File: src/hdl/hssl_pkg.sv
package hssl_pkg;

  // --------------------
  // sizes
  // --------------------
  localparam int key_bits     = 32;
  localparam int num_channels = 2;
  localparam int num_rregs    = 8;
  localparam int num_mregs    = 4;
  localparam int sft_bits     = 5;
  localparam int adr_bits     = 8;

  // --------------------
  // register map, word addresses
  // --------------------
  localparam logic [adr_bits-1:0] reg_mp_key   = 'd0;
  localparam logic [adr_bits-1:0] reg_mp_fmsk  = 'd1;
  localparam logic [adr_bits-1:0] reg_mp_fsft  = 'd5;
  // read-only packet counters
  localparam logic [adr_bits-1:0] reg_cnt_evt  = 'd9;
  localparam logic [adr_bits-1:0] reg_cnt_cfg  = 'd10;
  // routing table, one word per entry
  localparam logic [adr_bits-1:0] reg_rt_key   = 'd16;
  localparam logic [adr_bits-1:0] reg_rt_mask  = 'd24;
  localparam logic [adr_bits-1:0] reg_rt_route = 'd32;

  // --------------------
  // packets
  // --------------------
  typedef enum logic {
    pkt_mc  = 1'b0,
    pkt_cfg = 1'b1
  } pkt_kind_e;

  // multicast event view
  typedef struct packed {
    logic [key_bits-1:0] key;
    logic [31:0]         payload;
  } mc_body_t;

  // configuration write view
  typedef struct packed {
    logic [23:0]         spare;
    logic [adr_bits-1:0] adr;
    logic [31:0]         dat;
  } cfg_body_t;

  // same 64 bits, decoded by kind
  typedef union packed {
    mc_body_t  mc;
    cfg_body_t cfg;
  } pkt_body_u;

  typedef struct packed {
    pkt_kind_e kind;
    pkt_body_u body;
  } pkt_t;

  // --------------------
  // wishbone classic
  // --------------------
  typedef struct packed {
    logic                cyc;
    logic                stb;
    logic                we;
    logic [adr_bits-1:0] adr;
    logic [31:0]         dat;
  } wb_req_t;

  typedef struct packed {
    logic        ack;
    logic [31:0] dat;
  } wb_rsp_t;

  // --------------------
  // settings and internal writes
  // --------------------
  typedef struct packed {
    logic [key_bits-1:0]                 key;
    logic [num_mregs-1:0][key_bits-1:0]  fmsk;
    logic [num_mregs-1:0][sft_bits-1:0]  fsft;
  } map_cfg_t;

  typedef struct packed {
    logic [num_rregs-1:0][key_bits-1:0]     key;
    logic [num_rregs-1:0][key_bits-1:0]     mask;
    logic [num_rregs-1:0][num_channels-1:0] route;
  } route_cfg_t;

  typedef struct packed {
    logic                vld;
    logic [adr_bits-1:0] adr;
    logic [31:0]         dat;
  } reg_wr_t;

endpackage

File: src/hdl/hssl_reg_bank.sv
`timescale 1ns/1ps

module hssl_reg_bank (
  input  logic                 pl_clk0_buf_int,
  input  logic                 rst,
  input  hssl_pkg::wb_req_t    wb_req,
  output hssl_pkg::wb_rsp_t    wb_rsp,
  input  hssl_pkg::reg_wr_t    prx_wr,
  input  logic                 cnt_evt_inc,
  input  logic                 cnt_cfg_inc,
  output hssl_pkg::map_cfg_t   map_cfg,
  output hssl_pkg::route_cfg_t route_cfg
);

  import hssl_pkg::*;

  logic       ack_q;
  logic [31:0] rd_q;
  logic [31:0] rd_d;
  logic       wb_acc;
  logic [31:0] cnt_evt_q;
  logic [31:0] cnt_cfg_q;
  map_cfg_t   map_q;
  map_cfg_t   map_d;
  route_cfg_t route_q;
  route_cfg_t route_d;
  // port 0 packet write, port 1 wishbone
  reg_wr_t    wr_port [2];

  // --------------------
  // bus handshake
  // --------------------
  // new access, not the ack cycle
  assign wb_acc = wb_req.cyc && wb_req.stb && !ack_q;

  assign wr_port[0] = prx_wr;
  assign wr_port[1] = '{vld: wb_acc && wb_req.we, adr: wb_req.adr, dat: wb_req.dat};

  // --------------------
  // write decode
  // --------------------
  always_comb begin
    map_d   = map_q;
    route_d = route_q;
    // wishbone last, wins on same address
    for (int p = 0; p < 2; p++) begin
      if (wr_port[p].vld) begin
        if (wr_port[p].adr == reg_mp_key) begin
          map_d.key = wr_port[p].dat;
        end
        for (int i = 0; i < num_mregs; i++) begin
          if (wr_port[p].adr == reg_mp_fmsk + adr_bits'(i)) begin
            map_d.fmsk[i] = wr_port[p].dat;
          end
          if (wr_port[p].adr == reg_mp_fsft + adr_bits'(i)) begin
            map_d.fsft[i] = wr_port[p].dat[sft_bits-1:0];
          end
        end
        for (int i = 0; i < num_rregs; i++) begin
          if (wr_port[p].adr == reg_rt_key + adr_bits'(i)) begin
            route_d.key[i] = wr_port[p].dat;
          end
          if (wr_port[p].adr == reg_rt_mask + adr_bits'(i)) begin
            route_d.mask[i] = wr_port[p].dat;
          end
          if (wr_port[p].adr == reg_rt_route + adr_bits'(i)) begin
            route_d.route[i] = wr_port[p].dat[num_channels-1:0];
          end
        end
      end
    end
  end

  // --------------------
  // read decode
  // --------------------
  always_comb begin
    // unmapped reads give zero
    rd_d = '0;
    if (wb_req.adr == reg_mp_key) rd_d = map_q.key;
    if (wb_req.adr == reg_cnt_evt) rd_d = cnt_evt_q;
    if (wb_req.adr == reg_cnt_cfg) rd_d = cnt_cfg_q;
    for (int i = 0; i < num_mregs; i++) begin
      if (wb_req.adr == reg_mp_fmsk + adr_bits'(i)) rd_d = map_q.fmsk[i];
      if (wb_req.adr == reg_mp_fsft + adr_bits'(i)) rd_d = 32'(map_q.fsft[i]);
    end
    for (int i = 0; i < num_rregs; i++) begin
      if (wb_req.adr == reg_rt_key + adr_bits'(i)) rd_d = route_q.key[i];
      if (wb_req.adr == reg_rt_mask + adr_bits'(i)) rd_d = route_q.mask[i];
      if (wb_req.adr == reg_rt_route + adr_bits'(i)) rd_d = 32'(route_q.route[i]);
    end
  end

  always_ff @(posedge pl_clk0_buf_int) begin
    if (rst) begin
      ack_q     <= 1'b0;
      map_q     <= '0;
      route_q   <= '0;
      cnt_evt_q <= '0;
      cnt_cfg_q <= '0;
    end else begin
      // single-cycle ack
      ack_q     <= wb_acc;
      map_q     <= map_d;
      route_q   <= route_d;
      // wrapping counters
      cnt_evt_q <= cnt_evt_q + 32'(cnt_evt_inc);
      cnt_cfg_q <= cnt_cfg_q + 32'(cnt_cfg_inc);
    end
  end

  // read data captured with ack
  always_ff @(posedge pl_clk0_buf_int) begin
    if (wb_acc) rd_q <= rd_d;
  end

  assign wb_rsp    = '{ack: ack_q, dat: rd_q};
  assign map_cfg   = map_q;
  assign route_cfg = route_q;

endmodule

File: src/hdl/pkt_assembler.sv
`timescale 1ns/1ps

module pkt_assembler (
  input  logic                          pl_clk0_buf_int,
  input  logic                          rst,
  input  hssl_pkg::map_cfg_t            map_cfg,
  input  logic [hssl_pkg::key_bits-1:0] evt_data,
  input  logic                          evt_vld,
  output logic                          evt_rdy,
  output hssl_pkg::pkt_t                pkt,
  output logic                          pkt_vld,
  input  logic                          pkt_rdy
);

  import hssl_pkg::*;

  logic [key_bits-1:0] key_d;
  pkt_t                pkt_d;

  // --------------------
  // key mapping
  // --------------------
  always_comb begin
    key_d = map_cfg.key;
    // mask, shift down, merge into base key
    for (int i = 0; i < num_mregs; i++) begin
      key_d = key_d | ((evt_data & map_cfg.fmsk[i]) >> map_cfg.fsft[i]);
    end
    pkt_d                 = '0;
    pkt_d.kind            = pkt_mc;
    pkt_d.body.mc.key     = key_d;
    // raw event rides as payload
    pkt_d.body.mc.payload = evt_data;
  end

  // --------------------
  // one-entry output register
  // --------------------
  // free or draining this cycle
  assign evt_rdy = !pkt_vld || pkt_rdy;

  always_ff @(posedge pl_clk0_buf_int) begin
    if (rst) begin
      pkt_vld <= 1'b0;
    end else if (evt_rdy) begin
      pkt_vld <= evt_vld;
    end
  end

  always_ff @(posedge pl_clk0_buf_int) begin
    if (evt_vld && evt_rdy) pkt <= pkt_d;
  end

endmodule

File: src/hdl/pkt_router.sv
`timescale 1ns/1ps

module pkt_router (
  input  logic                              pl_clk0_buf_int,
  input  logic                              rst,
  input  hssl_pkg::route_cfg_t              route_cfg,
  input  hssl_pkg::pkt_t                    pkt,
  input  logic                              pkt_vld,
  output logic                              pkt_rdy,
  output hssl_pkg::pkt_t                    tx_pkt,
  output logic [hssl_pkg::num_channels-1:0] tx_vld,
  input  logic [hssl_pkg::num_channels-1:0] tx_rdy
);

  import hssl_pkg::*;

  logic [num_rregs-1:0]    hit;
  logic [num_channels-1:0] route_d;
  logic [num_channels-1:0] pend_q;
  logic [num_channels-1:0] pend_left;

  // --------------------
  // table lookup
  // --------------------
  always_comb begin
    for (int i = 0; i < num_rregs; i++) begin
      hit[i] = (pkt.body.mc.key & route_cfg.mask[i]) == route_cfg.key[i];
    end
    // no hit drops the packet
    route_d = '0;
    // walk down so the lowest hit wins
    for (int i = num_rregs - 1; i >= 0; i--) begin
      if (hit[i]) route_d = route_cfg.route[i];
    end
  end

  // --------------------
  // pending channels
  // --------------------
  // channels still owed after this edge
  assign pend_left = pend_q & ~tx_rdy;
  assign pkt_rdy   = (pend_left == '0);
  assign tx_vld    = pend_q;

  always_ff @(posedge pl_clk0_buf_int) begin
    if (rst) begin
      pend_q <= '0;
    end else if (pkt_vld && pkt_rdy) begin
      pend_q <= route_d;
    end else begin
      // each channel clears on its own handshake
      pend_q <= pend_left;
    end
  end

  // shared data for all channels
  always_ff @(posedge pl_clk0_buf_int) begin
    if (pkt_vld && pkt_rdy) tx_pkt <= pkt;
  end

endmodule

File: src/hdl/pkt_receiver.sv
`timescale 1ns/1ps

module pkt_receiver (
  input  logic              pl_clk0_buf_int,
  input  logic              rst,
  input  hssl_pkg::pkt_t    rx_pkt,
  input  logic              rx_vld,
  output logic              rx_rdy,
  output hssl_pkg::reg_wr_t prx_wr,
  output logic              cnt_evt_inc,
  output logic              cnt_cfg_inc
);

  import hssl_pkg::*;

  logic                rx_acc;
  logic                is_cfg;
  logic                wr_vld_q;
  logic [adr_bits-1:0] wr_adr_q;
  logic [31:0]         wr_dat_q;

  // never back-pressures
  assign rx_rdy = 1'b1;
  assign rx_acc = rx_vld && rx_rdy;
  assign is_cfg = (rx_pkt.kind == pkt_cfg);

  // --------------------
  // decode and count
  // --------------------
  always_ff @(posedge pl_clk0_buf_int) begin
    if (rst) begin
      wr_vld_q    <= 1'b0;
      cnt_evt_inc <= 1'b0;
      cnt_cfg_inc <= 1'b0;
    end else begin
      wr_vld_q    <= rx_acc && is_cfg;
      // one pulse per packet, by kind
      cnt_evt_inc <= rx_acc && !is_cfg;
      cnt_cfg_inc <= rx_acc && is_cfg;
    end
  end

  // config view of the body
  always_ff @(posedge pl_clk0_buf_int) begin
    if (rx_acc) begin
      wr_adr_q <= rx_pkt.body.cfg.adr;
      wr_dat_q <= rx_pkt.body.cfg.dat;
    end
  end

  assign prx_wr = '{vld: wr_vld_q, adr: wr_adr_q, dat: wr_dat_q};

endmodule

File: src/hdl/dvs_on_hssl_top.sv
`timescale 1ns/1ps

module dvs_on_hssl_top (
  input  logic                                pl_clk0_buf_int,
  input  logic                                rst,

  // wishbone register access
  input  hssl_pkg::wb_req_t                   wb_req,
  output hssl_pkg::wb_rsp_t                   wb_rsp,

  // events in
  input  logic [hssl_pkg::key_bits-1:0]       evt_data,
  input  logic                                evt_vld,
  output logic                                evt_rdy,

  // routed packets out, shared data
  output hssl_pkg::pkt_t                      tx_pkt,
  output logic [hssl_pkg::num_channels-1:0]   tx_vld,
  input  logic [hssl_pkg::num_channels-1:0]   tx_rdy,

  // received packets in
  input  hssl_pkg::pkt_t                      rx_pkt,
  input  logic                                rx_vld,
  output logic                                rx_rdy
);

  import hssl_pkg::*;

  // --------------------
  // internal wiring
  // --------------------
  map_cfg_t   map_cfg;
  route_cfg_t route_cfg;
  reg_wr_t    prx_wr;
  logic       cnt_evt_inc;
  logic       cnt_cfg_inc;

  // assembler to router
  pkt_t       pkt;
  logic       pkt_vld;
  logic       pkt_rdy;

  // settings, counters, bus slave
  hssl_reg_bank rb (
    .pl_clk0_buf_int (pl_clk0_buf_int),
    .rst             (rst),
    .wb_req          (wb_req),
    .wb_rsp          (wb_rsp),
    .prx_wr          (prx_wr),
    .cnt_evt_inc     (cnt_evt_inc),
    .cnt_cfg_inc     (cnt_cfg_inc),
    .map_cfg         (map_cfg),
    .route_cfg       (route_cfg)
  );

  // events to multicast packets
  pkt_assembler pa (
    .pl_clk0_buf_int (pl_clk0_buf_int),
    .rst             (rst),
    .map_cfg         (map_cfg),
    .evt_data        (evt_data),
    .evt_vld         (evt_vld),
    .evt_rdy         (evt_rdy),
    .pkt             (pkt),
    .pkt_vld         (pkt_vld),
    .pkt_rdy         (pkt_rdy)
  );

  // table lookup, multicast to channels
  pkt_router pr (
    .pl_clk0_buf_int (pl_clk0_buf_int),
    .rst             (rst),
    .route_cfg       (route_cfg),
    .pkt             (pkt),
    .pkt_vld         (pkt_vld),
    .pkt_rdy         (pkt_rdy),
    .tx_pkt          (tx_pkt),
    .tx_vld          (tx_vld),
    .tx_rdy          (tx_rdy)
  );

  // incoming packets, config writes and counts
  pkt_receiver prx (
    .pl_clk0_buf_int (pl_clk0_buf_int),
    .rst             (rst),
    .rx_pkt          (rx_pkt),
    .rx_vld          (rx_vld),
    .rx_rdy          (rx_rdy),
    .prx_wr          (prx_wr),
    .cnt_evt_inc     (cnt_evt_inc),
    .cnt_cfg_inc     (cnt_cfg_inc)
  );

endmodule

File: config.mk
export PLATFORM = sky130hd
export DESIGN_NAME = dvs_on_hssl_top
export DESIGN_NICKNAME = d
export VERILOG_FILES = /design/src/hdl/hssl_pkg.sv /design/src/hdl/hssl_reg_bank.sv /design/src/hdl/pkt_assembler.sv /design/src/hdl/pkt_router.sv /design/src/hdl/pkt_receiver.sv /design/src/hdl/dvs_on_hssl_top.sv
export SDC_FILE = /design/constraint.sdc
export NUM_CORES = 2
export LEC_CHECK = 0
export BUFFER_PORTS_ARGS = -buffer_cell sky130_fd_sc_hd__buf_2
export CORE_ASPECT_RATIO = 1.2
export CORE_MARGIN = 5
export CORE_UTILIZATION = 35
export CTS_CLUSTER_DIAMETER = 100
export DETAILED_ROUTE_END_ITERATION = 10
export PLACE_DENSITY = 0.48
export SETUP_SLACK_MARGIN = 0.02
export SYNTH_ARGS = -nofsm -noshare
export SYNTH_HDL_FRONTEND = slang
export SYNTH_SLANG_ARGS = --single-unit
export TNS_END_PERCENT = 1
File: constraint.sdc
create_clock -name pl_clk0_buf_int -period 7.3 [get_ports pl_clk0_buf_int]
set_input_delay 0.73 -clock pl_clk0_buf_int [delete_from_list [all_inputs] [get_ports pl_clk0_buf_int]]
set_output_delay 0.73 -clock pl_clk0_buf_int [all_outputs]
set_load 0.01 [all_outputs]
* Word level (Yosys, flattened, before mapping)
Index checks and enable logic that the tools add are counted.
** Storage, ports and cells
- Flip-flop bits (word level) :: 978
- Output and inout bits :: 102
- Memories :: 0
- ROM bits :: 0
- Latch bits :: 0
- RAM bits :: 0
** Cells by class
- Multiply operators :: 0
- Equal/unequal tests :: 74
- Reductions and logical operators :: 14
- Divide/modulo/power cells :: 0
- Mux-type cells :: 114
- Bitwise gates (word level) :: 18
- Shifts and indexed selects :: 4
- Add/subtract/negate cells :: 2
- Magnitude comparators :: 0
** Operators with widths (number)
- $mux W32 :: 76
- $mux W528 :: 2
- $and A32 B32 Y32 :: 12
- $mux W180 :: 2
- $eq A32 B32 Y1 :: 8
- $eq A8 B5 Y1 const B :: 32
- $eq A8 B6 Y1 const B :: 16
- $or A32 B32 Y32 :: 4
- $shr A32 B5 Y32 :: 4
- $add A32 B1 Y32 :: 2
- $eq A8 B3 Y1 const B :: 8
- $mux W2 :: 26
- $mux W5 :: 8
- $eq A8 B2 Y1 const B :: 4
- $eq A8 B4 Y1 const B :: 4
- $eq A8 B1 Y1 const B :: 2
- $logic_not A8 Y1 :: 2
- $logic_and A1 B1 Y1 :: 7
- $logic_not A1 Y1 :: 3
- $and A2 B2 Y2 :: 1
- $logic_not A2 Y1 :: 1
- $not A2 Y2 :: 1
- $logic_or A1 B1 Y1 :: 1

* Longest topological paths before layout
- Word-level depth :: 36
- Mapped depth :: 13
- Depth with buffers taken out :: 8

* Modules after synthesis
Synthesis repeated with hierarchy kept, for this count alone.
** Second synthesis, totals
- Cells, all modules :: 7310
- Area total of the unflattened synthesis :: 62207.2 um^2
** Modules (own cells, without submodules)
- hssl_reg_bank :: instances 1, cells each 5112, seq. area each 16435.8 um^2, area an instance 42891.1 um^2
- pkt_assembler :: instances 1, cells each 1347, seq. area each 1941.9 um^2, area an instance 11056.9 um^2
- pkt_router :: instances 1, cells each 804, seq. area each 1991.9 um^2, area an instance 6977.9 um^2
- pkt_receiver :: instances 1, cells each 47, seq. area each 1241.2 um^2, area an instance 1281.2 um^2

* Least setup slack after synthesis
Ideal clock, no wire load.
- Path type :: in2reg
- From :: input wb_req[42] (netlist bit)
- To :: register rb.route_q, in the netlist rb.route_cfg[103]
- Slack :: 3.611 ns
- Stages :: 9
- Required time :: 7.162 ns
- Arrival time :: 3.551 ns
- Buffers on the path :: 3
- Library setup time :: 0.138 ns
- Cell sequence :: nand2_1 > nor2_1 > and2_1 > clkbuf_1 > clkbuf_1 > nand2_1 > clkbuf_1 > nor2_1 > a211oi_1
** On the way
- Longest elaborated chain between the ends :: 4
** Ends and longest elaborated chain
- from (decl) :: line dvs_on_hssl_top.sv:8 : input hssl_pkg::wb_req_t wb_req,
- $logic_and A1 B1 Y1 (2 in series) :: line hssl_reg_bank.sv:34 : assign wb_acc = wb_req.cyc && wb_req.stb && !ack_q;
- named net rb.wb_acc :: line hssl_reg_bank.sv:20 : logic wb_acc;
- $logic_and A1 B1 Y1 :: line hssl_reg_bank.sv:37 : assign wr_port[1] = '{vld: wb_acc && wb_req.we, adr: wb_req.adr, dat: wb_req.dat};
- $mux W528 :: line hssl_reg_bank.sv:47 : if (wr_port[p].vld) begin
- to (signal assigned) :: line hssl_reg_bank.sv:105 : route_q <= route_d;
- to (decl) :: line hssl_reg_bank.sv:25 : route_cfg_t route_q;
The timed path passes the listed nets, and every way through them passes these cells.
A chain may end at the register's enable or synchronous reset.

* Worst setup path in the final report
- From :: register, netlist name pa.pkt[60]
- To :: register pr.pend_q[0] (netlist: pr.tx_vld[0])
** On the way
- Longest elaborated chain between the ends :: 11
- Elaborated cells between the ends (all ways) :: 25
- Those cells by class :: 8 x eq/ne; 9 x mux; 8 x bitwise
** Ends and longest elaborated chain
- $and A32 B32 Y32 :: line pkt_router.sv:27 : hit[i] = (pkt.body.mc.key & route_cfg.mask[i]) == route_cfg.key[i];
- $eq A32 B32 Y1 :: line pkt_router.sv:27
- $mux W2 (7 in series) :: line pkt_router.sv:33 : if (hit[i]) route_d = route_cfg.route[i];
- $mux W2 * :: line pkt_router.sv:33
- $mux W2 * :: line pkt_router.sv:48 : end else if (pkt_vld && pkt_rdy) begin
- to (signal assigned) :: line pkt_router.sv:49 : pend_q <= route_d;
- to (signal assigned) :: line pkt_router.sv:52 : pend_q <= pend_left;
- to (decl) :: line pkt_router.sv:19 : logic [num_channels-1:0] pend_q;
Every way passes the cells marked *; elsewhere a longest branch is shown, timed or not.

==> metrics.yaml <==
final_cell_count_no_fill: 8981
grt_pass1_vias: 53123
clock_sinks: 978
dp_slack_ns: 2.45
synth_seq_cells: 978
syn_nets: 7006
synth_top_area_cell: "dfxtp_1"
htreeDepth: 3
totalWireLength_mm: 301
drc: 0
maxCapViolCount: 0
dpl.hpwl_mm: 217
drtPass1Iterations: 7
max_freq_mhz: 236
synth_edf_count: 200
status: "completed"
cts-root-buf: "clkbuf_16"
maxSlewViolCount: 0
overflow: 0
finalHoldViolations: 0
post-route-period-util: 0.581
worstPathRequired_ns: 7.92
p_per_area_nw_per_um2: 190
cts_tree: "built"
syn_to_final_growth_pct: 11.1
syn_inst: 6856
die_y_um: 458
drtAntennaViolNets: 0
pwr-share-seq: 0.461
cts_buffers: 114
grt_pass1_wl_mm: 418
cts_max_path_buffers: 3
worst_pin_slew_ns: 1.34
cts_setup_buffers: 0
cts_resized: 0
slew_headroom: 0.107
p_clk_frac: 0.483
die_area_um2: 176000
io-pin-count: 248
fp.dieW_um: 383
grt_setup_unrepaired: "no"
swShare: 0.264
min_period_ns: 4.24
place_congestion: 1.04
setup_tns_ns: 0
synth_area_um2: 58500
start_util: 0.352
n_fill_cell: 16911
vias: 57126
leakage_nw: 24.0
final_layout_size_suffix_gt1_frac: 0.104
synth_common_cells: "nor2_1, mux2i_1, a211oi_1, dfxtp_1, clkbuf_1"
grt_usage: 0.328
drt-initial-drc-count: 6715
start_kind: "flop"
holdWs_ns: 0.111
avgSynthCellArea_um2: 8.54
path_clk_slew_ns: 0.06
synth_flop_cell: "dfxtp_1"
synthArstFlopShare: 0
synth.most_common_cell: "nor2_1"
pwr-share-comb: 0.055
worst-setup-path-type: "flop to flop"
num_rows: 164
cts_hold_buffers: 0
routedWlPerCell_um: 33.5
core_area_um2: 166000
port_buffers: 221
internal_power_mw: 9.11
avgViaCountPerCell: 6.36
synth_top_area_share: 0.266
fin_util: 0.391
synth_area_leaders: "dfxtp_1, mux2i_1, edfxtp_1"
end_kind: "flop"
place_inst: 8753
path_max_fanout: 16
grt_max_degree: 169
yosysUniqueCellTypes: 86
setup_ws_ns: 3.06
clk_latency_ns: 0.79
hold_class: "input pin to flop"
yosys_warnings: 0
cp_data_arrival_time_ns: 4.86
ir_drop_mv: 0.182
p_sw_mw: 3.27
yosysSeqAreaShare: 0.369
clock_skew_ns: 0.0500
nNetsFinal: 6778
finalSetupViolations: 0
antenna_found_initial: 13
[layout by cell type (no fill, tap or decap), types with 30 or more instances in the layout]
| master | n |
|---|---|
| edfxtp_1 | 200 |
| o22a_1 | 56 |
| mux2i_1 | 891 |
| o21ai_0 | 289 |
| a21oi_1 | 328 |
| a21o_1 | 74 |
| a211oi_1 | 785 |
| buf_2 | 219 |
| a222oi_1 | 32 |
| nand2_1 | 335 |
| o221ai_1 | 30 |
| o211ai_1 | 55 |
| nor2b_1 | 40 |
| a21boi_0 | 57 |
| a22oi_1 | 86 |
| clkbuf_16 | 118 |
| nand4_1 | 43 |
| xnor2_1 | 41 |
| buf_4 | 163 |
| nor3_1 | 48 |
| and3b_1 | 58 |
| nand3_1 | 254 |
| a221oi_1 | 42 |
| or3_1 | 34 |
| o22ai_1 | 58 |
| xor2_1 | 42 |
| and3_1 | 133 |
| nor2_1 | 940 |
| dfxtp_1 | 770 |
| clkbuf_1 | 33 |
[through the flow]
step	cell area, µm²	power (mW)
2_1_floorplan	58500	6.09
3_3_place_gp	61200	6.48
3_5_place_dp	61200	6.48
4_1_cts	65000	12.4
5_1_grt	65000	12.7
6_report	65000	12.4
[per-layer routing]
layer  track usage  share of wire
met5             0       0.000076
met4         0.242          0.090
met3        0.0490          0.075
met2         0.519           0.45
met1         0.404           0.39
[worst paths after layout]
check | start | endpoint | slack, ns | depth (start not counted)
setup reg to reg | pa.pkt[60] | pr.tx_vld[0] | 3.06 | 8
hold / removal | rx_pkt[38] | prx.wr_adr_q[6] | 0.11 | 1
setup / recovery | pa.pkt[60] | pr.tx_vld[0] | 3.06 | 8
hold reg to reg | pa.pkt[23] | pr.tx_pkt[23] | 0.38 | 0
[registers in the layout, summed over array words and instances (netlist names)]
register / flops
rb.cnt_cfg_q: 32
rb.ack_q: 1
rb.rd_q: 32
prx.wr_dat_q: 32
rb.cnt_evt_q: 32
prx.cnt_cfg_inc: 1
rb.route_cfg: 528
pa.pkt: 64
pa.pkt_vld: 1
prx.wr_adr_q: 8
prx.cnt_evt_inc: 1
pr.tx_vld: 2
rb.map_cfg: 180
pr.tx_pkt: 64
[final cells by class]
| class | count | area, µm² | area share |
|---|---|---|---|
| repair buffers | 386 | 2390 | 0.0368 |
| inverters | 31 | 118 | 0.00181 |
| clock buffers | 166 | 3280 | 0.0505 |
| clock inverters | 51 | 533 | 0.00820 |
| flip-flops and latches | 978 | 21600 | 0.332 |
| multi-input cells | 5117 | 34300 | 0.527 |
| well taps | 2241 | 2800 | 0.0431 |
| diodes | 11 | 27.5 | 0.000423 |
[cells by family (layout without fill, tap and decap cells)]
group / after synthesis / in the layout / share of synthesized area
AND/OR/NAND/NOR: 2053 / 2053 / 0.162
AO/OA/AOI/OAI: 2050 / 2050 / 0.243
flip-flops: 978 / 978 / 0.369
multiplexers: 925 / 925 / 0.162
buffers and inverters: 761 / 634 / 0.0511
XOR/XNOR: 83 / 83 / 0.0124
adder cells (fa/ha/maj): 4 / 4 / 0.000855
other: 2 / 13 / 0.000128
[power groups by stage]
stage          Clock [mW]  Combinational [mW]  Sequential (mW)
3_5_place_dp            0               0.661             5.82
3_3_place_gp            0               0.659             5.82
6_report             5.99               0.682             5.71
5_1_grt              6.27               0.695             5.71
4_1_cts              6.05               0.663             5.71
2_1_floorplan           0               0.355             5.74
[worst max-delay path, stage by stage (launching register included)]
cell,delay (ns)
edfxtp_1,0.89
nand3_1,0.15
a211oi_1,0.67
nand4_1,0.48
nor4_1,0.89
nor3_1,0.22
a221o_1,0.38
a311oi_1,0.22
nor2_1,0.16
Power figures use the tool's default switching activity.
